$ cat src/mhq_pkg.sv
// ---------------------------------------------------------
// Miss handling queue shared widths, LSU function encoding
// and the packed structs passed between the queue stages
// ---------------------------------------------------------

package mhq_pkg;

    // Address and line geometry
    localparam int ADDR_WIDTH      = 32;
    localparam int DATA_WIDTH      = 32;
    localparam int LINE_SIZE       = 16;
    localparam int OFFSET_WIDTH    = $clog2(LINE_SIZE);
    localparam int LINE_ADDR_WIDTH = ADDR_WIDTH - OFFSET_WIDTH;
    localparam int DATA_SIZE       = DATA_WIDTH / 8;
    localparam int LINE_WIDTH      = LINE_SIZE * 8;

    typedef enum logic [2:0] {
        LB   = 3'b000,
        LH   = 3'b001,
        LW   = 3'b010,
        SB   = 3'b011,
        SH   = 3'b100,
        SW   = 3'b101,
        FILL = 3'b110
    } lsu_func_t;

    // One LSU miss request per cycle
    typedef struct packed {
        logic                  valid;
        logic                  dc_hit;
        logic                  we;
        lsu_func_t             func;
        logic [ADDR_WIDTH-1:0] addr;
        logic [DATA_WIDTH-1:0] data;
    } lu_req_t;

    // Registered lookup result, the tag travels beside it
    typedef struct packed {
        logic                       en;
        logic                       we;
        logic                       match;
        logic                       retry;
        logic                       replay;
        logic [LINE_ADDR_WIDTH-1:0] addr;
        logic [OFFSET_WIDTH-1:0]    offset;
        logic [DATA_SIZE-1:0]       byte_sel;
        logic [DATA_WIDTH-1:0]      data;
    } lu_res_t;

    typedef struct packed {
        logic [LINE_ADDR_WIDTH-1:0] addr;
        logic [OFFSET_WIDTH-1:0]    offset;
        logic [DATA_SIZE-1:0]       byte_sel;
        logic [DATA_WIDTH-1:0]      data;
        logic                       we;
    } entry_wr_t;

    // Mask bits mark the bytes written by merged stores
    typedef struct packed {
        logic                       valid;
        logic [LINE_ADDR_WIDTH-1:0] addr;
        logic [LINE_WIDTH-1:0]      data;
        logic [LINE_SIZE-1:0]       mask;
    } entry_state_t;

    typedef struct packed {
        logic                       done;
        logic [LINE_ADDR_WIDTH-1:0] addr;
        logic [LINE_WIDTH-1:0]      data;
    } biu_rsp_t;

    typedef struct packed {
        logic                       en;
        logic [LINE_ADDR_WIDTH-1:0] addr;
        logic [LINE_WIDTH-1:0]      data;
    } fill_t;

endpackage
$ cat src/mhq_top.sv
// ---------------------------------------------------------
// MHQ top level: lookup, execute, entry array and fill stage
// ---------------------------------------------------------
`timescale 1ns/1ps

module mhq_top #(
    parameter int  MHQ_DEPTH = 4,
    localparam int TAG_WIDTH = $clog2(MHQ_DEPTH)
) (
    input  logic                                clk,
    input  logic                                n_rst,
    input  mhq_pkg::lu_req_t                    i_lu_req,
    output mhq_pkg::lu_res_t                    o_lu_res,
    output logic [TAG_WIDTH-1:0]                o_lu_tag,
    output logic                                o_biu_req,
    output logic [mhq_pkg::LINE_ADDR_WIDTH-1:0] o_biu_addr,
    input  mhq_pkg::biu_rsp_t                   i_biu_rsp,
    output mhq_pkg::fill_t                      o_fill
);

    logic [TAG_WIDTH:0]                  tail_next;
    logic [TAG_WIDTH:0]                  head_next;
    logic                                bypass_en;
    logic                                bypass_we;
    logic                                bypass_match;
    logic [mhq_pkg::LINE_ADDR_WIDTH-1:0] bypass_addr;
    logic [TAG_WIDTH-1:0]                bypass_tag;
    mhq_pkg::entry_wr_t                  entry_wr;
    logic [MHQ_DEPTH-1:0]                entry_we;
    logic [MHQ_DEPTH-1:0]                entry_alloc;
    logic [MHQ_DEPTH-1:0]                entry_clear;
    mhq_pkg::entry_state_t               entry_state [MHQ_DEPTH];
    logic                                pop;

    mhq_lu #(.MHQ_DEPTH(MHQ_DEPTH)) mhq_lu_i (
        .clk            (clk),
        .n_rst          (n_rst),
        .i_lu_req       (i_lu_req),
        .i_tail_next    (tail_next),
        .i_head_next    (head_next),
        .i_entry_state  (entry_state),
        .i_bypass_en    (bypass_en),
        .i_bypass_we    (bypass_we),
        .i_bypass_match (bypass_match),
        .i_bypass_addr  (bypass_addr),
        .i_bypass_tag   (bypass_tag),
        .i_fill         (o_fill),
        .i_biu_rsp      (i_biu_rsp),
        .o_lu_res       (o_lu_res),
        .o_lu_tag       (o_lu_tag)
    );

    mhq_ex #(.MHQ_DEPTH(MHQ_DEPTH)) mhq_ex_i (
        .clk            (clk),
        .n_rst          (n_rst),
        .i_lu_res       (o_lu_res),
        .i_lu_tag       (o_lu_tag),
        .i_pop          (pop),
        .o_tail_next    (tail_next),
        .o_head_next    (head_next),
        .o_bypass_en    (bypass_en),
        .o_bypass_we    (bypass_we),
        .o_bypass_match (bypass_match),
        .o_bypass_addr  (bypass_addr),
        .o_bypass_tag   (bypass_tag),
        .o_entry_wr     (entry_wr),
        .o_entry_we     (entry_we),
        .o_entry_alloc  (entry_alloc)
    );

    for (genvar g = 0; g < MHQ_DEPTH; g++) begin : g_entry
        // On a pop head_next is already one past the entry to free
        assign entry_clear[g] = pop & (head_next[TAG_WIDTH-1:0] == TAG_WIDTH'(g + 1));

        mhq_entry mhq_entry_i (
            .clk     (clk),
            .n_rst   (n_rst),
            .i_we    (entry_we[g]),
            .i_alloc (entry_alloc[g]),
            .i_clear (entry_clear[g]),
            .i_wr    (entry_wr),
            .o_state (entry_state[g])
        );
    end

    mhq_fill #(.MHQ_DEPTH(MHQ_DEPTH)) mhq_fill_i (
        .clk           (clk),
        .n_rst         (n_rst),
        .i_head_next   (head_next),
        .i_entry_state (entry_state),
        .i_biu_rsp     (i_biu_rsp),
        .o_biu_req     (o_biu_req),
        .o_biu_addr    (o_biu_addr),
        .o_fill        (o_fill),
        .o_pop         (pop)
    );

endmodule

$ cat src/mhq_fill.sv
// ---------------------------------------------------------
// MHQ fill stage: fetches the head line from the BIU, lays
// the merged stores over it and hands it out as a cache fill
// ---------------------------------------------------------
`timescale 1ns/1ps

module mhq_fill #(
    parameter int  MHQ_DEPTH = 4,
    localparam int TAG_WIDTH = $clog2(MHQ_DEPTH)
) (
    input  logic                                clk,
    input  logic                                n_rst,
    input  logic [TAG_WIDTH:0]                  i_head_next,
    input  mhq_pkg::entry_state_t               i_entry_state [MHQ_DEPTH],
    input  mhq_pkg::biu_rsp_t                   i_biu_rsp,
    output logic                                o_biu_req,
    output logic [mhq_pkg::LINE_ADDR_WIDTH-1:0] o_biu_addr,
    output mhq_pkg::fill_t                      o_fill,
    output logic                                o_pop
);

    typedef enum logic {
        IDLE,
        WAIT
    } fill_state_t;

    fill_state_t                    state;
    logic [TAG_WIDTH-1:0]           head_idx;
    logic [TAG_WIDTH-1:0]           head;
    logic                           issue;
    logic                           fill_en;
    logic [mhq_pkg::LINE_WIDTH-1:0] line_buf;
    logic [mhq_pkg::LINE_WIDTH-1:0] fill_data;
    mhq_pkg::entry_state_t          head_entry;

    // During a pop head_next already points past the entry being drained
    assign head_idx   = i_head_next[TAG_WIDTH-1:0];
    assign issue      = (state == IDLE) & i_entry_state[head_idx].valid;
    assign head_entry = i_entry_state[head];

    always_ff @(posedge clk) begin
        if (!n_rst) begin
            state     <= IDLE;
            o_biu_req <= 1'b0;
            fill_en   <= 1'b0;
        end else begin
            fill_en <= 1'b0;
            if (issue) begin
                state     <= WAIT;
                o_biu_req <= 1'b1;
            end else if ((state == WAIT) && i_biu_rsp.done) begin
                state     <= IDLE;
                o_biu_req <= 1'b0;
                fill_en   <= 1'b1;
            end
        end
    end

    always_ff @(posedge clk) begin
        if (issue) begin
            head       <= head_idx;
            o_biu_addr <= i_entry_state[head_idx].addr;
        end
        if ((state == WAIT) && i_biu_rsp.done) begin
            line_buf <= i_biu_rsp.data;
        end
    end

    // Overlay happens in the fill cycle so a store merged on the done cycle is kept
    always_comb begin
        for (int b = 0; b < mhq_pkg::LINE_SIZE; b++) begin
            if (head_entry.mask[b]) begin
                fill_data[b*8 +: 8] = head_entry.data[b*8 +: 8];
            end else begin
                fill_data[b*8 +: 8] = line_buf[b*8 +: 8];
            end
        end
    end

    assign o_fill = '{en: fill_en, addr: head_entry.addr, data: fill_data};
    assign o_pop  = fill_en;

endmodule

$ cat src/mhq_ex.sv
// ---------------------------------------------------------
// MHQ execute stage: writes lookup results into the entries
// and keeps the head and tail pointers
// ---------------------------------------------------------
`timescale 1ns/1ps

module mhq_ex #(
    parameter int  MHQ_DEPTH = 4,
    localparam int TAG_WIDTH = $clog2(MHQ_DEPTH)
) (
    input  logic                                clk,
    input  logic                                n_rst,

    input  mhq_pkg::lu_res_t                    i_lu_res,
    input  logic [TAG_WIDTH-1:0]                i_lu_tag,
    input  logic                                i_pop,

    // Pointers carry an extra wrap bit to tell full from empty
    output logic [TAG_WIDTH:0]                  o_tail_next,
    output logic [TAG_WIDTH:0]                  o_head_next,

    output logic                                o_bypass_en,
    output logic                                o_bypass_we,
    output logic                                o_bypass_match,
    output logic [mhq_pkg::LINE_ADDR_WIDTH-1:0] o_bypass_addr,
    output logic [TAG_WIDTH-1:0]                o_bypass_tag,

    output mhq_pkg::entry_wr_t                  o_entry_wr,
    output logic [MHQ_DEPTH-1:0]                o_entry_we,
    output logic [MHQ_DEPTH-1:0]                o_entry_alloc
);

    logic [TAG_WIDTH:0] head;
    logic [TAG_WIDTH:0] tail;
    logic               alloc;

    // A miss without a match claims the tail entry
    assign alloc = i_lu_res.en & ~i_lu_res.match;

    assign o_tail_next = tail + {{TAG_WIDTH{1'b0}}, alloc};
    assign o_head_next = head + {{TAG_WIDTH{1'b0}}, i_pop};

    always_ff @(posedge clk) begin
        if (!n_rst) begin
            head <= '0;
            tail <= '0;
        end else begin
            head <= o_head_next;
            tail <= o_tail_next;
        end
    end

    always_comb begin
        for (int i = 0; i < MHQ_DEPTH; i++) begin
            o_entry_we[i]    = i_lu_res.en & (i_lu_tag == TAG_WIDTH'(i));
            o_entry_alloc[i] = alloc & (i_lu_tag == TAG_WIDTH'(i));
        end
    end

    assign o_entry_wr = '{addr:     i_lu_res.addr,
                          offset:   i_lu_res.offset,
                          byte_sel: i_lu_res.byte_sel,
                          data:     i_lu_res.data,
                          we:       i_lu_res.we};

    // Lookup sees this write one cycle before the entry shows it
    assign o_bypass_en    = alloc;
    assign o_bypass_we    = i_lu_res.en & i_lu_res.we;
    assign o_bypass_match = i_lu_res.en & i_lu_res.match;
    assign o_bypass_addr  = i_lu_res.addr;
    assign o_bypass_tag   = i_lu_tag;

endmodule

$ cat src/mhq_lu.sv
// ---------------------------------------------------------
// MHQ lookup stage: matches the line against the queue and
// the execute bypass, picks a tag and flags retry or replay
// ---------------------------------------------------------
`timescale 1ns/1ps

module mhq_lu #(
    parameter int  MHQ_DEPTH = 4,
    localparam int TAG_WIDTH = $clog2(MHQ_DEPTH)
) (
    input  logic                                  clk,
    input  logic                                  n_rst,

    input  mhq_pkg::lu_req_t                      i_lu_req,

    // Pointers as they will stand next cycle
    input  logic [TAG_WIDTH:0]                    i_tail_next,
    input  logic [TAG_WIDTH:0]                    i_head_next,

    input  mhq_pkg::entry_state_t                 i_entry_state [MHQ_DEPTH],

    // Write in flight in the execute stage
    input  logic                                  i_bypass_en,
    input  logic                                  i_bypass_we,
    input  logic                                  i_bypass_match,
    input  logic [mhq_pkg::LINE_ADDR_WIDTH-1:0]   i_bypass_addr,
    input  logic [TAG_WIDTH-1:0]                  i_bypass_tag,

    // Fills seen for conflict checks
    input  mhq_pkg::fill_t                        i_fill,
    input  mhq_pkg::biu_rsp_t                     i_biu_rsp,

    output mhq_pkg::lu_res_t                      o_lu_res,
    output logic [TAG_WIDTH-1:0]                  o_lu_tag
);

    logic [mhq_pkg::LINE_ADDR_WIDTH-1:0] req_line;
    logic [mhq_pkg::OFFSET_WIDTH-1:0]    req_offset;
    logic                                full_next;
    logic                                bypass_live;
    logic                                bypass_hit;
    logic [MHQ_DEPTH-1:0]                entry_hit;
    logic [TAG_WIDTH-1:0]                match_tag;
    logic                                match;
    logic [TAG_WIDTH-1:0]                tag;
    logic                                is_fill;
    logic                                retry;
    logic                                replay;
    logic                                en;
    logic [mhq_pkg::DATA_SIZE-1:0]       byte_sel;
    mhq_pkg::lu_res_t                    res_d;

    assign req_line   = i_lu_req.addr[mhq_pkg::ADDR_WIDTH-1:mhq_pkg::OFFSET_WIDTH];
    assign req_offset = i_lu_req.addr[mhq_pkg::OFFSET_WIDTH-1:0];

    // Full when the tail sits one wrap ahead of the head
    assign full_next = (i_tail_next == {~i_head_next[TAG_WIDTH], i_head_next[TAG_WIDTH-1:0]});

    // An allocation or a store merge one stage ahead is not in the array yet
    assign bypass_live = i_bypass_en | (i_bypass_we & i_bypass_match);
    assign bypass_hit  = bypass_live & (i_bypass_addr == req_line);

    always_comb begin
        match_tag = '0;
        for (int i = 0; i < MHQ_DEPTH; i++) begin
            entry_hit[i] = i_entry_state[i].valid & (i_entry_state[i].addr == req_line);
            if (entry_hit[i]) begin
                match_tag = TAG_WIDTH'(i);
            end
        end
    end

    assign match = i_lu_req.valid & (bypass_hit | (|entry_hit));

    // The bypass is newer than the array, a new line goes to the tail
    assign tag = bypass_hit   ? i_bypass_tag :
                 (|entry_hit) ? match_tag    : i_tail_next[TAG_WIDTH-1:0];

    // A lookup racing a fill of its own line could land in an entry
    // that is being freed, so it is sent back to the LSU instead
    assign replay = i_lu_req.valid &
                    ((i_biu_rsp.done & (i_biu_rsp.addr == req_line)) |
                     (i_fill.en & (i_fill.addr == req_line)));

    assign retry   = i_lu_req.valid & full_next & ~match;
    assign is_fill = (i_lu_req.func == mhq_pkg::FILL);
    assign en      = i_lu_req.valid & ~i_lu_req.dc_hit & ~is_fill & ~retry & ~replay;

    always_comb begin
        case (i_lu_req.func)
            mhq_pkg::SB: byte_sel = 4'b0001;
            mhq_pkg::SH: byte_sel = 4'b0011;
            mhq_pkg::SW: byte_sel = 4'b1111;
            default:     byte_sel = 4'b0000;
        endcase
    end

    always_comb begin
        res_d.en       = en;
        res_d.we       = i_lu_req.we;
        res_d.match    = match;
        res_d.retry    = retry;
        res_d.replay   = replay;
        res_d.addr     = req_line;
        res_d.offset   = req_offset;
        res_d.byte_sel = byte_sel;
        res_d.data     = i_lu_req.data;
    end

    // Only the enable is cleared by reset
    always_ff @(posedge clk) begin
        o_lu_res <= res_d;
        o_lu_tag <= tag;
        if (!n_rst) begin
            o_lu_res.en <= 1'b0;
        end
    end

endmodule

$ cat src/mhq_entry.sv
// ---------------------------------------------------------
// One MHQ entry: an outstanding line with merged store bytes
// ---------------------------------------------------------
`timescale 1ns/1ps

module mhq_entry (
    input  logic                  clk,
    input  logic                  n_rst,
    input  logic                  i_we,
    input  logic                  i_alloc,
    input  logic                  i_clear,
    input  mhq_pkg::entry_wr_t    i_wr,
    output mhq_pkg::entry_state_t o_state
);

    localparam int LINE_W = mhq_pkg::LINE_WIDTH;
    localparam int LINE_B = mhq_pkg::LINE_SIZE;

    logic [LINE_B-1:0] wr_mask;
    logic [LINE_W-1:0] wr_data;
    logic [LINE_B-1:0] base_mask;
    logic [LINE_W-1:0] merged_data;

    // Move the store word and its byte select to the line offset
    assign wr_mask = (i_we & i_wr.we) ? (LINE_B'(i_wr.byte_sel) << i_wr.offset) : '0;
    assign wr_data = LINE_W'(i_wr.data) << {i_wr.offset, 3'b000};

    // A fresh allocation starts with no merged bytes
    assign base_mask = i_alloc ? '0 : o_state.mask;

    always_comb begin
        for (int b = 0; b < LINE_B; b++) begin
            if (wr_mask[b]) begin
                merged_data[b*8 +: 8] = wr_data[b*8 +: 8];
            end else begin
                merged_data[b*8 +: 8] = o_state.data[b*8 +: 8];
            end
        end
    end

    always_ff @(posedge clk) begin
        if (i_alloc) begin
            o_state.addr <= i_wr.addr;
        end
        o_state.data <= merged_data;
        o_state.mask <= base_mask | wr_mask;

        // Allocation wins over a clear in the same cycle
        if (!n_rst) begin
            o_state.valid <= 1'b0;
        end else if (i_alloc) begin
            o_state.valid <= 1'b1;
        end else if (i_clear) begin
            o_state.valid <= 1'b0;
        end
    end

endmodule

$ cat config.mk
export PLATFORM = sky130hd
export DESIGN_NAME = mhq_top
export DESIGN_NICKNAME = d
export VERILOG_FILES = /design/src/mhq_pkg.sv /design/src/mhq_top.sv /design/src/mhq_fill.sv /design/src/mhq_ex.sv /design/src/mhq_lu.sv /design/src/mhq_entry.sv
export SDC_FILE = /design/constraint.sdc
export NUM_CORES = 1
export LEC_CHECK = 0
export BUFFER_PORTS_ARGS = -buffer_cell sky130_fd_sc_hd__buf_2
export CAP_MARGIN = 20
export CELL_PAD_IN_SITES_DETAIL_PLACEMENT = 1
export CELL_PAD_IN_SITES_GLOBAL_PLACEMENT = 2
export CORE_MARGIN = 2
export CORE_UTILIZATION = 36
export CTS_BUF_LIST = sky130_fd_sc_hd__clkbuf_4 sky130_fd_sc_hd__clkbuf_8
export DETAILED_ROUTE_END_ITERATION = 6
export PLACE_DENSITY = 0.73
export SYNTH_ARGS = -nofsm -noshare
export SYNTH_HDL_FRONTEND = slang
export SYNTH_HIERARCHICAL = 1
export SYNTH_SLANG_ARGS = --single-unit
$ cat constraint.sdc
create_clock -name clk -period 5.06 [get_ports clk]
set_input_delay 1.012 -clock clk [delete_from_list [all_inputs] [get_ports clk]]
set_output_delay 1.012 -clock clk [all_outputs]
set_load 0.02 [all_outputs]
==> impl_metrics.yaml, run 1 <==
global_route:
  grt_pass1_vias: 33147
  grt_usage_pct: 26.10
  grt_overflow: 0
  grt_max_degree: 114
  grt_pass1_wl_mm: 252.8
  antenna_found_initial: 10
timing:
  whs_ns: 0.2136
  skew_ns: 0.04733
  fin_crit_sh_pct: 87.31
  tightest_slew_ns: 1.210
  tns_ns: 0
  slew_headroom_pct: 19.31
  drv_slew: 0
  min_period_ns: 4.418
  fmax_ghz: 0.2263
  hold_violations: 0
  finalSetupViolCount: 0
  rsz0062_at_grt: "no"
cts:
  cts_buffer_depth: 3
  htree_levels: 4
  clk_latency_ns: 0.90
  post_cts_buffers: 0
  cts_tree: "done"
  clockRootBuffer: "clkbuf_8"
  cts_buffers: 168
  cts_hold_buffers: 0
  cts_sinks: 932
  cts.clk_slew.worst_paths_ns: 0.06
  cts_resized: 0
synth:
  ys_seq_area_share_pct: 55.46
  syn_area_mm2: 0.04775
  synth_flop_cell: "edfxtp_1"
  syn_avg_cell_area_um2: 14.19
  ys_ff_latch: 932
  ys_types: 80
  yosysWarnings: 6
  syn-num-nets: 3599
  synth_area_leader_cell: "edfxtp_1"
  synthDominantCellAreaShare_pct: 49.18
  syn_inst: 3366
  synthTopCellsByArea: "edfxtp_1, mux4_2, dfxtp_1, mux2_4, mux2_2"
  ys_async_sr_fraction_pct: 0
  synth-edff-count: 782
worst_setup_path:
  worstSetupPathType: "reg -> out"
  cp-start-kind: "flip-flop"
  endpoint_kind: "primary output"
  cp_max_fo: 22
  crit_required_ns: 4.05
  arrival_ns: 3.41
routing:
  drc: 0
  ant_nets: 0
  vias_per_cell: 5.689
  dr_total_vias: 32382
  drt_pass1_iterations: 6
  wire_per_inst_um: 31.55
  wirelength_mm: 179.6
  drtIter0Drc: 3380
cells_and_area:
  drive_gt1_share_pct: 36.26
  nNetsFinal: 4026
  area_growth_pct: 14.41
floorplanning:
  core.rowCount: 133
  core_mm2: 0.1316
  dieArea_mm2: 0.1356
  start_util_pct: 36.28
  io_pins: 490
  die_y_um: 368.2
  die_x_um: 368.2
outcome:
  status: "finished clean"
place:
  gp_congestion: 0.8963
  portBuffers: 489
  dp_hpwl_mm: 126.8
worst_hold_path:
  hp-class: "in -> reg"
power_and_ir_drop:
  p_per_area_mw_per_mm2: 340.9
  peakVddDrop_mv: 0.2345
  power_leakage_nw: 19.96
flow_run:
  drv_cap: 0
cell usage after synthesis (all sizes together), types with 4 or more instances:
cell type,instances
a211oi,4
a21oi,130
a221oi,8
a22oi,70
a2bb2oi,4
a31oi,5
and2,47
and2b,4
and3,4
and3b,133
and4b,4
and4bb,4
buf,279
clkbuf,70
dfxtp,150
edfxtp,782
ha,4
inv,70
mux2,208
mux2i,104
mux4,201
nand2,104
nand2b,25
nand3,22
nand4,41
nor2,308
nor2b,30
nor3,35
nor3b,4
nor4,22
nor4b,4
nor4bb,4
o21a,4
o21ai,64
o221ai,4
o22a,32
o22ai,73
o2bb2ai,64
o311ai,4
o31ai,5
o32ai,20
or2,4
xnor2,136
xor2,65
path summary, 6_finish.rpt:
| kind | from | end | slack, ns | cells past startpoint |
|---|---|---|---|---|
| setup / recovery | mhq_fill_i/head[0]$_DFFE_PP_ | o_fill[75] | 0.64 | 5 |
| hold / removal | i_lu_req[35] | mhq_lu_i/o_lu_res[39]$_DFF_P_ | 0.21 | 1 |
| setup reg to reg | mhq_fill_i/head[0]$_DFFE_PP_ | mhq_lu_i/o_lu_res[72]$_SDFF_PN0_ | 1.58 | 9 |
| hold reg to reg | g_entry[2].mhq_entry_i/o_state[0]$_DFF_P_ | g_entry[2].mhq_entry_i/o_state[0]$_DFF_P_ | 0.46 | 2 |
final cells by class:
type | instances | area (um^2)
clock buffer | 237 | 2918
inverter | 70 | 262.8
fill | 13537 | 77000
sequential | 932 | 26500
timing repair buffer | 606 | 3418
tap | 1755 | 2196
clock inverter | 76 | 695.7
antenna | 1 | 2.502
multi-input combinational | 2015 | 18640
worst max-delay path, stage by stage (launching register included):
cell and delay (ns):
edfxtp_1 0.39, buf_12 0.26, buf_4 0.46, mux4_1 0.85
mux2_2 0.37, buf_2 0.16
cell usage in the layout, fill, tap and decap left out, types with 19 or more instances in the layout:
master,count
nor3_1,26
buf_4,109
xor2_1,65
nand4_1,39
clkbuf_8,182
mux2i_1,68
and2_1,40
mux2_4,104
clkinv_1,27
a22oi_1,62
and3b_1,131
o22ai_1,72
o22a_1,32
xnor2_1,132
inv_1,62
o21ai_1,64
mux2i_4,32
clkbuf_4,55
nor4_1,19
clkinv_2,25
mux2_2,104
nor2b_1,30
dfxtp_1,145
mux4_2,195
nand2_1,104
a21oi_1,130
buf_2,490
nor2_1,302
nand2b_1,24
edfxtp_1,782
nand3_1,22
o2bb2ai_1,64
cell families (layout without fill, tap and decap cells):
kind of cell | Yosys count | in the layout | synth area share (%)
simple gates | 802 | 802 | 9.438
xor+xnor | 201 | 201 | 3.750
compound gates | 495 | 495 | 7.334
fa+ha+maj | 4 | 4 | 0.1048
flops | 932 | 932 | 55.46
mux | 513 | 513 | 18.30
buf+inv | 419 | 989 | 5.610
other cells | 0 | 1 | 0
registers in the layout, summed over array words and instances (netlist names):
register / cells
g_entry.mhq_entry_i/o_state: 692
mhq_ex_i/head: 3
mhq_ex_i/tail: 3
mhq_fill_i/head: 2
mhq_fill_i/line_buf: 128
mhq_fill_i/o_biu_addr: 28
mhq_fill_i/o_pop: 1
mhq_fill_i/state: 1
mhq_lu_i/o_lu_res: 72
mhq_lu_i/o_lu_tag: 2
through the flow:
stage                     power [mW]  std cells  cell area [um^2]  setup WS (ns)  utilization, %
final                          18.62       5692             54630         0.6419           41.50
after global routing           19.22       5692             54630         0.4028           41.50
after CTS                      18.80       5689             54600         0.4597           41.48
after detailed placement       11.02       5376             50980          1.492           38.73
after global placement         10.99       5376             50980          1.497           38.73
after floorplan                10.22       3366             47750         0.6281               -
layer usage:
layer  wire length, um  vias up  track usage, %  part of all wire [%]
met5                35        -               0                 0.019
met4              6979        6           9.851                   3.9
met3             13540      356           4.866                   7.5
met2             83960     1541           41.69                    47
met1             75070    16780           35.25                    42
li1                  -    13699               -                     -
where the power goes:
part	leakage, nW	switching, mW	internal, mW
registers	8.50	0.170	8.44
clock network	1.92	3.45	4.28
logic	9.54	1.45	0.828
total	20.0	5.07	13.6
Note: power is estimated with default switching activity, not from simulation.
==> run 2: changes to the inputs <==
--- a/config.mk
+++ b/config.mk
@@ -10,11 +10,10 @@
 export CELL_PAD_IN_SITES_DETAIL_PLACEMENT = 1
 export CELL_PAD_IN_SITES_GLOBAL_PLACEMENT = 2
 export CORE_MARGIN = 2
-export CORE_UTILIZATION = 36
+export CORE_UTILIZATION = 44
 export CTS_BUF_LIST = sky130_fd_sc_hd__clkbuf_4 sky130_fd_sc_hd__clkbuf_8
 export DETAILED_ROUTE_END_ITERATION = 6
-export PLACE_DENSITY = 0.73
+export PLACE_DENSITY_LB_ADDON = 0.1
 export SYNTH_ARGS = -nofsm -noshare
 export SYNTH_HDL_FRONTEND = slang
-export SYNTH_HIERARCHICAL = 1
 export SYNTH_SLANG_ARGS = --single-unit
==> run 2 against run 1 <==
  * Cell count fell by 29%
  * Worst setup slack got worse by 0.11 ns
  * Total power fell by 11%
  * Largest cell class unchanged
  * Largest power group unchanged
  * Non-clock buffer count fell by 70
  * Clock skew fell by 0.021 ns
  * Core utilization rose by 11 points
  * Combinational power fell by 57%
  * Fmax fell by 2.5%
  * First-iteration DRC count fell by 50%
  * Clock power fell by 8.5%
  * Synthesized cell count fell by 35%
  * Critical endpoint is now o_fill[79]
  * Register-to-register slack got worse by 0.31 ns
==> impl_metrics.yaml, run 2 <==
floorplanning:
  die_x_um: 299.5
  dieArea_mm2: 0.08968
  start_util_pct: 44.35
  core_mm2: 0.08662
  die_y_um: 299.5
  core.rowCount: 108
  io_pins: 490
synth:
  synth_area_leader_cell: "edfxtp_1"
  ys_async_sr_fraction_pct: 0
  ys_seq_area_share_pct: 69.00
  yosysMostFrequentCell: "edfxtp_1"
  yosysWarnings: 0
  syn_inst: 2201
  synthDominantCellAreaShare_pct: 61.29
  ys_types: 55
  synthTopCellsByArea: "edfxtp_1, mux4_2, dfxtp_1, mux2_2, xnor2_1"
  synth_flop_cell: "edfxtp_1"
  synth-edff-count: 784
  synth_common_cells: "edfxtp_1, mux4_2, dfxtp_1"
  syn_area_mm2: 0.03841
  syn-num-nets: 2434
  syn_avg_cell_area_um2: 17.45
  ys_ff_latch: 932
cells_and_area:
  nNetsFinal: 2996
  final_common_cell: "edfxtp_1"
  final_area_mm2: 0.04549
  drive_gt1_share_pct: 39.48
  largest_reg_flops: 692
  top_regs: "g_entry.mhq_entry_i.o_state (692), mhq_fill_i.line_buf (128), mhq_lu_i.o_lu_res (72)"
  largest-register: "g_entry.mhq_entry_i.o_state"
  area_growth_pct: 18.42
  final_cell_mix: "edfxtp_1, buf_2, mux4_2"
  final_cells: 4056
  fin_util_pct: 52.51
routing:
  wire_per_inst_um: 29.00
  wirelength_mm: 117.6
  vias_per_cell: 5.578
  dr_total_vias: 22626
  drt_pass1_iterations: 5
  drtIter0Drc: 1679
  ant_nets: 0
  drc: 0
place:
  gp_congestion: 0.9146
  dp_slack_ns: 1.290
  place_area_mm2: 0.04214
  portBuffers: 489
  dp_cells: 3758
  dp_hpwl_mm: 82.03
timing:
  fmax_ghz: 0.2207
  tightest_slew_ns: 1.120
  fin_ws_ns: 0.5287
  drv_slew: 0
  finalSetupViolCount: 0
  fin_crit_sh_pct: 89.55
  hold_violations: 0
  tns_ns: 0
  skew_ns: 0.02609
  rsz0062_at_grt: "no"
  slew_headroom_pct: 25.30
  min_period_ns: 4.531
  whs_ns: 0.2749
flow_run:
  drv_cap: 0
power_and_ir_drop:
  power.total_mw: 16.55
  p_int_mw: 12.66
  p_clk_share_pct: 42.7
  p_per_area_mw_per_mm2: 363.9
  switchingPower_mw: 3.888
  peakVddDrop_mv: 0.2781
  p_comb_share_pct: 6.0
  power_leakage_nw: 16.49
  seq_power_share_pct: 51.3
  switching_share_pct: 23.49
worst_setup_path:
  endpoint_kind: "primary output"
  r2r_start: "mhq_lu_i.o_lu_res[37]$_DFF_P_"
  crit_required_ns: 4.05
  reg2reg_slack_ns: 1.27
  arrival_ns: 3.52
  cp-start-kind: "flip-flop"
  r2r-end: "g_entry[0].mhq_entry_i.o_state[69]$_DFFE_PP_"
  r2r_cells: 6
  cp_max_fo: 60
  worstSetupPathType: "reg -> out"
cts:
  cts_hold_buffers: 0
  cts_buffer_depth: 3
  cts_tree: "done"
  clockRootBuffer: "clkbuf_8"
  clk_latency_ns: 0.84
  cts_sinks: 932
  cts_buffers: 158
  cts.clk_slew.worst_paths_ns: 0.06
  htree_levels: 4
  post_cts_buffers: 0
  cts_resized: 0
global_route:
  antenna_found_initial: 7
  grt_max_degree: 86
  grt_pass1_vias: 24319
  grt_overflow: 0
  grt_pass1_wl_mm: 170.0
  grt_usage_pct: 26.30
worst_hold_path:
  hp-class: "in -> reg"
  hp-start: "i_lu_req[27]"
  holdPathEnd: "mhq_lu_i.o_lu_res[27]$_DFF_P_"
  whs_path_depth: 1
outcome:
  status: "finished clean"
==> run 2: cell families (layout without fill, tap and decap cells) <==
family	after synthesis	count (layout)	share of synthesized area [%]
flops	932	932	69.00
mux	389	389	16.83
simple gates	353	353	4.642
xor+xnor	193	193	4.401
compound gates	179	179	3.205
buf+inv	151	845	1.795
fa+ha+maj	4	4	0.1303
other cells	0	6	0
==> run 2: area by class of cell <==
| cell class | instances | area, um^2 |
|---|---|---|
| Antenna cell | 6 | 15.01 |
| Clock buffer | 228 | 2806 |
| Clock inverter | 64 | 526.8 |
| Fill cell | 8240 | 41130 |
| Inverter | 17 | 63.81 |
| Multi-Input combinational cell | 1118 | 11230 |
| Sequential cell | 932 | 26510 |
| Tap cell | 1155 | 1445 |
| Timing Repair Buffer | 536 | 2888 |
==> run 2: worst max path at each step <==
stage | start | end | slack, ns
4_1_cts | mhq_fill_i.head[0]$_DFFE_PP_ | o_fill[79] | 0.41
5_1_grt | mhq_fill_i.head[0]$_DFFE_PP_ | o_fill[21] | 0.31
3_5_place_dp | mhq_lu_i.o_lu_res[38]$_DFF_P_ | g_entry[3].mhq_entry_i.o_state[81]$_DFFE_PP_ | 1.29
2_1_floorplan | i_biu_rsp[156] | mhq_fill_i.line_buf[0]$_DFFE_PP_ | 0.63
3_3_place_gp | mhq_fill_i.head[0]$_DFFE_PP_ | o_fill[73] | 1.35
6_report | mhq_fill_i.head[0]$_DFFE_PP_ | o_fill[79] | 0.53
==> run 2: critical path, stage by stage (launching register included) <==
cell      delay [ns]
edfxtp_1        0.88
buf_12          0.47
mux4_2          0.75
mux2_2          0.34
buf_2           0.16
==> run 2: per-layer routing <==
layer / up-vias / part of all wire [%] / GRT usage, %
li1: 9741 / - / -
met1: 11913 / 42 / 35.33
met2: 783 / 49 / 43.17
met3: 189 / 5.6 / 5.306
met4: 0 / 2.7 / 8.548
met5: - / 0 / 0
==> run 2: power groups by stage <==
stage | Clock (mW) | Sequential (mW) | Combinational [mW]
6_report | 7.07 | 8.50 | 0.988
5_1_grt | 7.57 | 8.50 | 1.05
4_1_cts | 7.25 | 8.49 | 0.998
3_5_place_dp | 0 | 8.65 | 0.993
3_3_place_gp | 0 | 8.65 | 0.976
2_1_floorplan | 0 | 8.65 | 0.524
==> run 3: changes to the inputs <==
==> constraint.sdc (replaced) <==
create_clock -name clk -period 5.06 [get_ports clk]
set_input_delay 0.253 -clock clk [delete_from_list [all_inputs] [get_ports clk]]
set_output_delay 0.253 -clock clk [all_outputs]
set_load 0.02 [all_outputs]
==> run 3 against run 2 <==
  * Global-route usage increased by 0.30 points
  * Via count increased by 4.1%
  * Critical path type is now reg -> reg
  * Wire length increased by 1.0%
  * Sequential share of layout area decreased by 2.5 points
  * Total power increased by 1.2%
  * First-iteration DRC count increased by 29%
  * Register-to-register slack improved by 0.05 ns
  * Largest power group unchanged
  * Critical path depth increased by 4
  * Non-clock buffer count increased by 201
  * Cell count increased by 5.2%
  * Sequential cell count unchanged
  * Critical endpoint is now mhq_lu_i.o_lu_res[72]$_SDFF_PN0_
==> impl_metrics.yaml, run 3 (same netlist as run 2, synthesis figures left out) <==
timing:
  tns_ns: 0
  fin_crit_sh_pct: 73.97
  finalSetupViolCount: 0
  hold_violations: 0
  drv_slew: 0
  tightest_slew_ns: 1.121
  rsz0062_at_grt: "no"
  fmax_ghz: 0.2672
  slew_headroom_pct: 25.25
  skew_ns: 0.03596
  min_period_ns: 3.743
  whs_ns: 0.09658
worst_hold_path:
  whs_path_depth: 2
  hp-class: "in -> reg"
  holdPathEnd: "mhq_lu_i.o_lu_res[31]$_DFF_P_"
  hp-start: "i_lu_req[31]"
floorplanning:
  core.rowCount: 108
  die_y_um: 299.5
  die_x_um: 299.5
  core_mm2: 0.08662
  start_util_pct: 44.35
  io_pins: 490
  dieArea_mm2: 0.08968
global_route:
  grt_pass1_vias: 25320
  grt_max_degree: 136
  antenna_found_initial: 2
  grt_pass1_wl_mm: 172.9
  top_usage_layer: "met2"
  use_met2_pct: 44.64
  grt_usage_pct: 26.61
  met3_usage_pct: 5.190
  grt_overflow: 0
  grtUsageMet1_pct: 35.64
worst_setup_path:
  r2r-end: "mhq_lu_i.o_lu_res[72]$_SDFF_PN0_"
  cp-start-kind: "flip-flop"
  endpoint_kind: "flip-flop"
  reg2reg_slack_ns: 1.32
  crit_required_ns: 5.76
  arrival_ns: 4.44
  r2r_cells: 8
  r2r_start: "mhq_fill_i.head[0]$_DFFE_PP_"
  worstSetupPathType: "reg -> reg"
  cp_max_fo: 33
cts:
  cts_buffer_depth: 3
  post_cts_buffers: 0
  cts_sinks: 932
  cts_buffers: 160
  cts_tree: "done"
  cts.clk_slew.worst_paths_ns: 0.07
  clk_latency_ns: 0.81
  htree_levels: 4
  clockRootBuffer: "clkbuf_8"
outcome:
  status: "finished clean"
power_and_ir_drop:
  p_per_area_mw_per_mm2: 352.4
  peakVddDrop_mv: 0.2502
  power_leakage_nw: 17.35
cells_and_area:
  drive_gt1_share_pct: 36.95
  nNetsFinal: 3199
  fill_cells: 8158
  multi_input_area_mm2: 0.01123
  top_regs: "g_entry.mhq_entry_i.o_state (692), mhq_fill_i.line_buf (128), mhq_lu_i.o_lu_res (72)"
  area_growth_pct: 23.78
  largest_reg_flops: 692
  register_area_mm2: 0.02651
  largest-register: "g_entry.mhq_entry_i.o_state"
  final_common_cell: "edfxtp_1"
  final_cell_mix: "edfxtp_1, buf_2, dlygate4sd3_1"
routing:
  drt_pass1_iterations: 5
  drc: 0
  vias_per_cell: 5.521
  dr_total_vias: 23553
  wirelength_mm: 118.8
  ant_nets: 0
  drtIter0Drc: 2162
  wire_per_inst_um: 27.85
place:
  portBuffers: 489
  gp_congestion: 0.9428
  dp_hpwl_mm: 80.45
flow_run:
  drv_cap: 0
==> run 3: cell types whose count changed in the layout (fill, tap and decap cells not counted), sizes merged <==
| cell | before | now |
|---|---|---|
| inv | 24 | 23 |
| clkinv | 46 | 38 |
| clkbuf | 228 | 246 |
| bufinv | 6 | 5 |
| dlygate4sd3 | 0 | 210 |
| buf | 536 | 527 |
| diode | 6 | 7 |
==> run 3: layout make-up <==
type,instances,share of cell area [%]
timing repair buffer,737,10.27
inverter,17,0.1342
clock inverter,54,0.8973
clock buffer,246,6.239
multi-input combinational,1118,23.63
antenna,7,0.03684
tap,1155,3.039
sequential,932,55.75
==> run 3: worst max-delay path, cell delays in order (launching register included) <==
cell,delay [ns]
edfxtp_1,0.43
buf_4,0.49
mux4_1,0.70
xnor2_1,0.23
nor4_2,0.30
nand4_1,0.21
o41ai_2,0.54
nor3_1,0.11
dlygate4sd3_1,0.58
==> run 3: routing by layer <==
layer / vias up / routed length (um) / share of wire (%)
li1: 10159 / - / -
met1: 12348 / 49560 / 42
met2: 884 / 59490 / 50
met3: 162 / 7518 / 6.3
met4: 0 / 2256 / 1.9
met5: - / 0 / 0
==> run 3: worst max path at each step <==
stage | from | to | slack, ns | cells after the start
6_report | mhq_fill_i.head[0]$_DFFE_PP_ | mhq_lu_i.o_lu_res[72]$_SDFF_PN0_ | 1.32 | 8
5_1_grt | mhq_fill_i.head[0]$_DFFE_PP_ | mhq_lu_i.o_lu_res[72]$_SDFF_PN0_ | 1.18 | 8
4_1_cts | mhq_fill_i.head[0]$_DFFE_PP_ | mhq_lu_i.o_lu_res[72]$_SDFF_PN0_ | 1.28 | 8
3_5_place_dp | mhq_lu_i.o_lu_res[39]$_DFF_P_ | g_entry[2].mhq_entry_i.o_state[85]$_DFFE_PP_ | 1.69 | 5
3_3_place_gp | mhq_lu_i.o_lu_res[39]$_DFF_P_ | g_entry[2].mhq_entry_i.o_state[84]$_DFFE_PP_ | 1.88 | 5
2_1_floorplan | mhq_fill_i.o_biu_req$_SDFFE_PN0P_ | mhq_fill_i.line_buf[0]$_DFFE_PP_ | 1.11 | 1
==> run 3: power breakdown <==
part	total [mW]	switching [mW]	internal [mW]
Sequential	8.50	0.103	8.39
Clock	7.14	3.12	4.02
Combinational	1.12	0.660	0.460
==> run 3: per-stage QoR <==
stage,area [um^2],instances,setup WS (ns),power (mW),utilization [%]
finish,47550,4266,1.317,16.76,54.89
global route,47540,4264,1.176,17.33,54.89
CTS,47530,4259,1.284,16.94,54.87
detailed placement,42030,3749,1.689,9.639,48.53
global placement,42030,3749,1.878,9.620,48.53
floorplan,38410,2201,1.109,9.171,-
==> run 3: what timing repair did <==
action                                 4_1_cts  5_1_grt
resized for setup                            0        0
endpoints found under the hold margin      212        0
hold buffers                               210        0
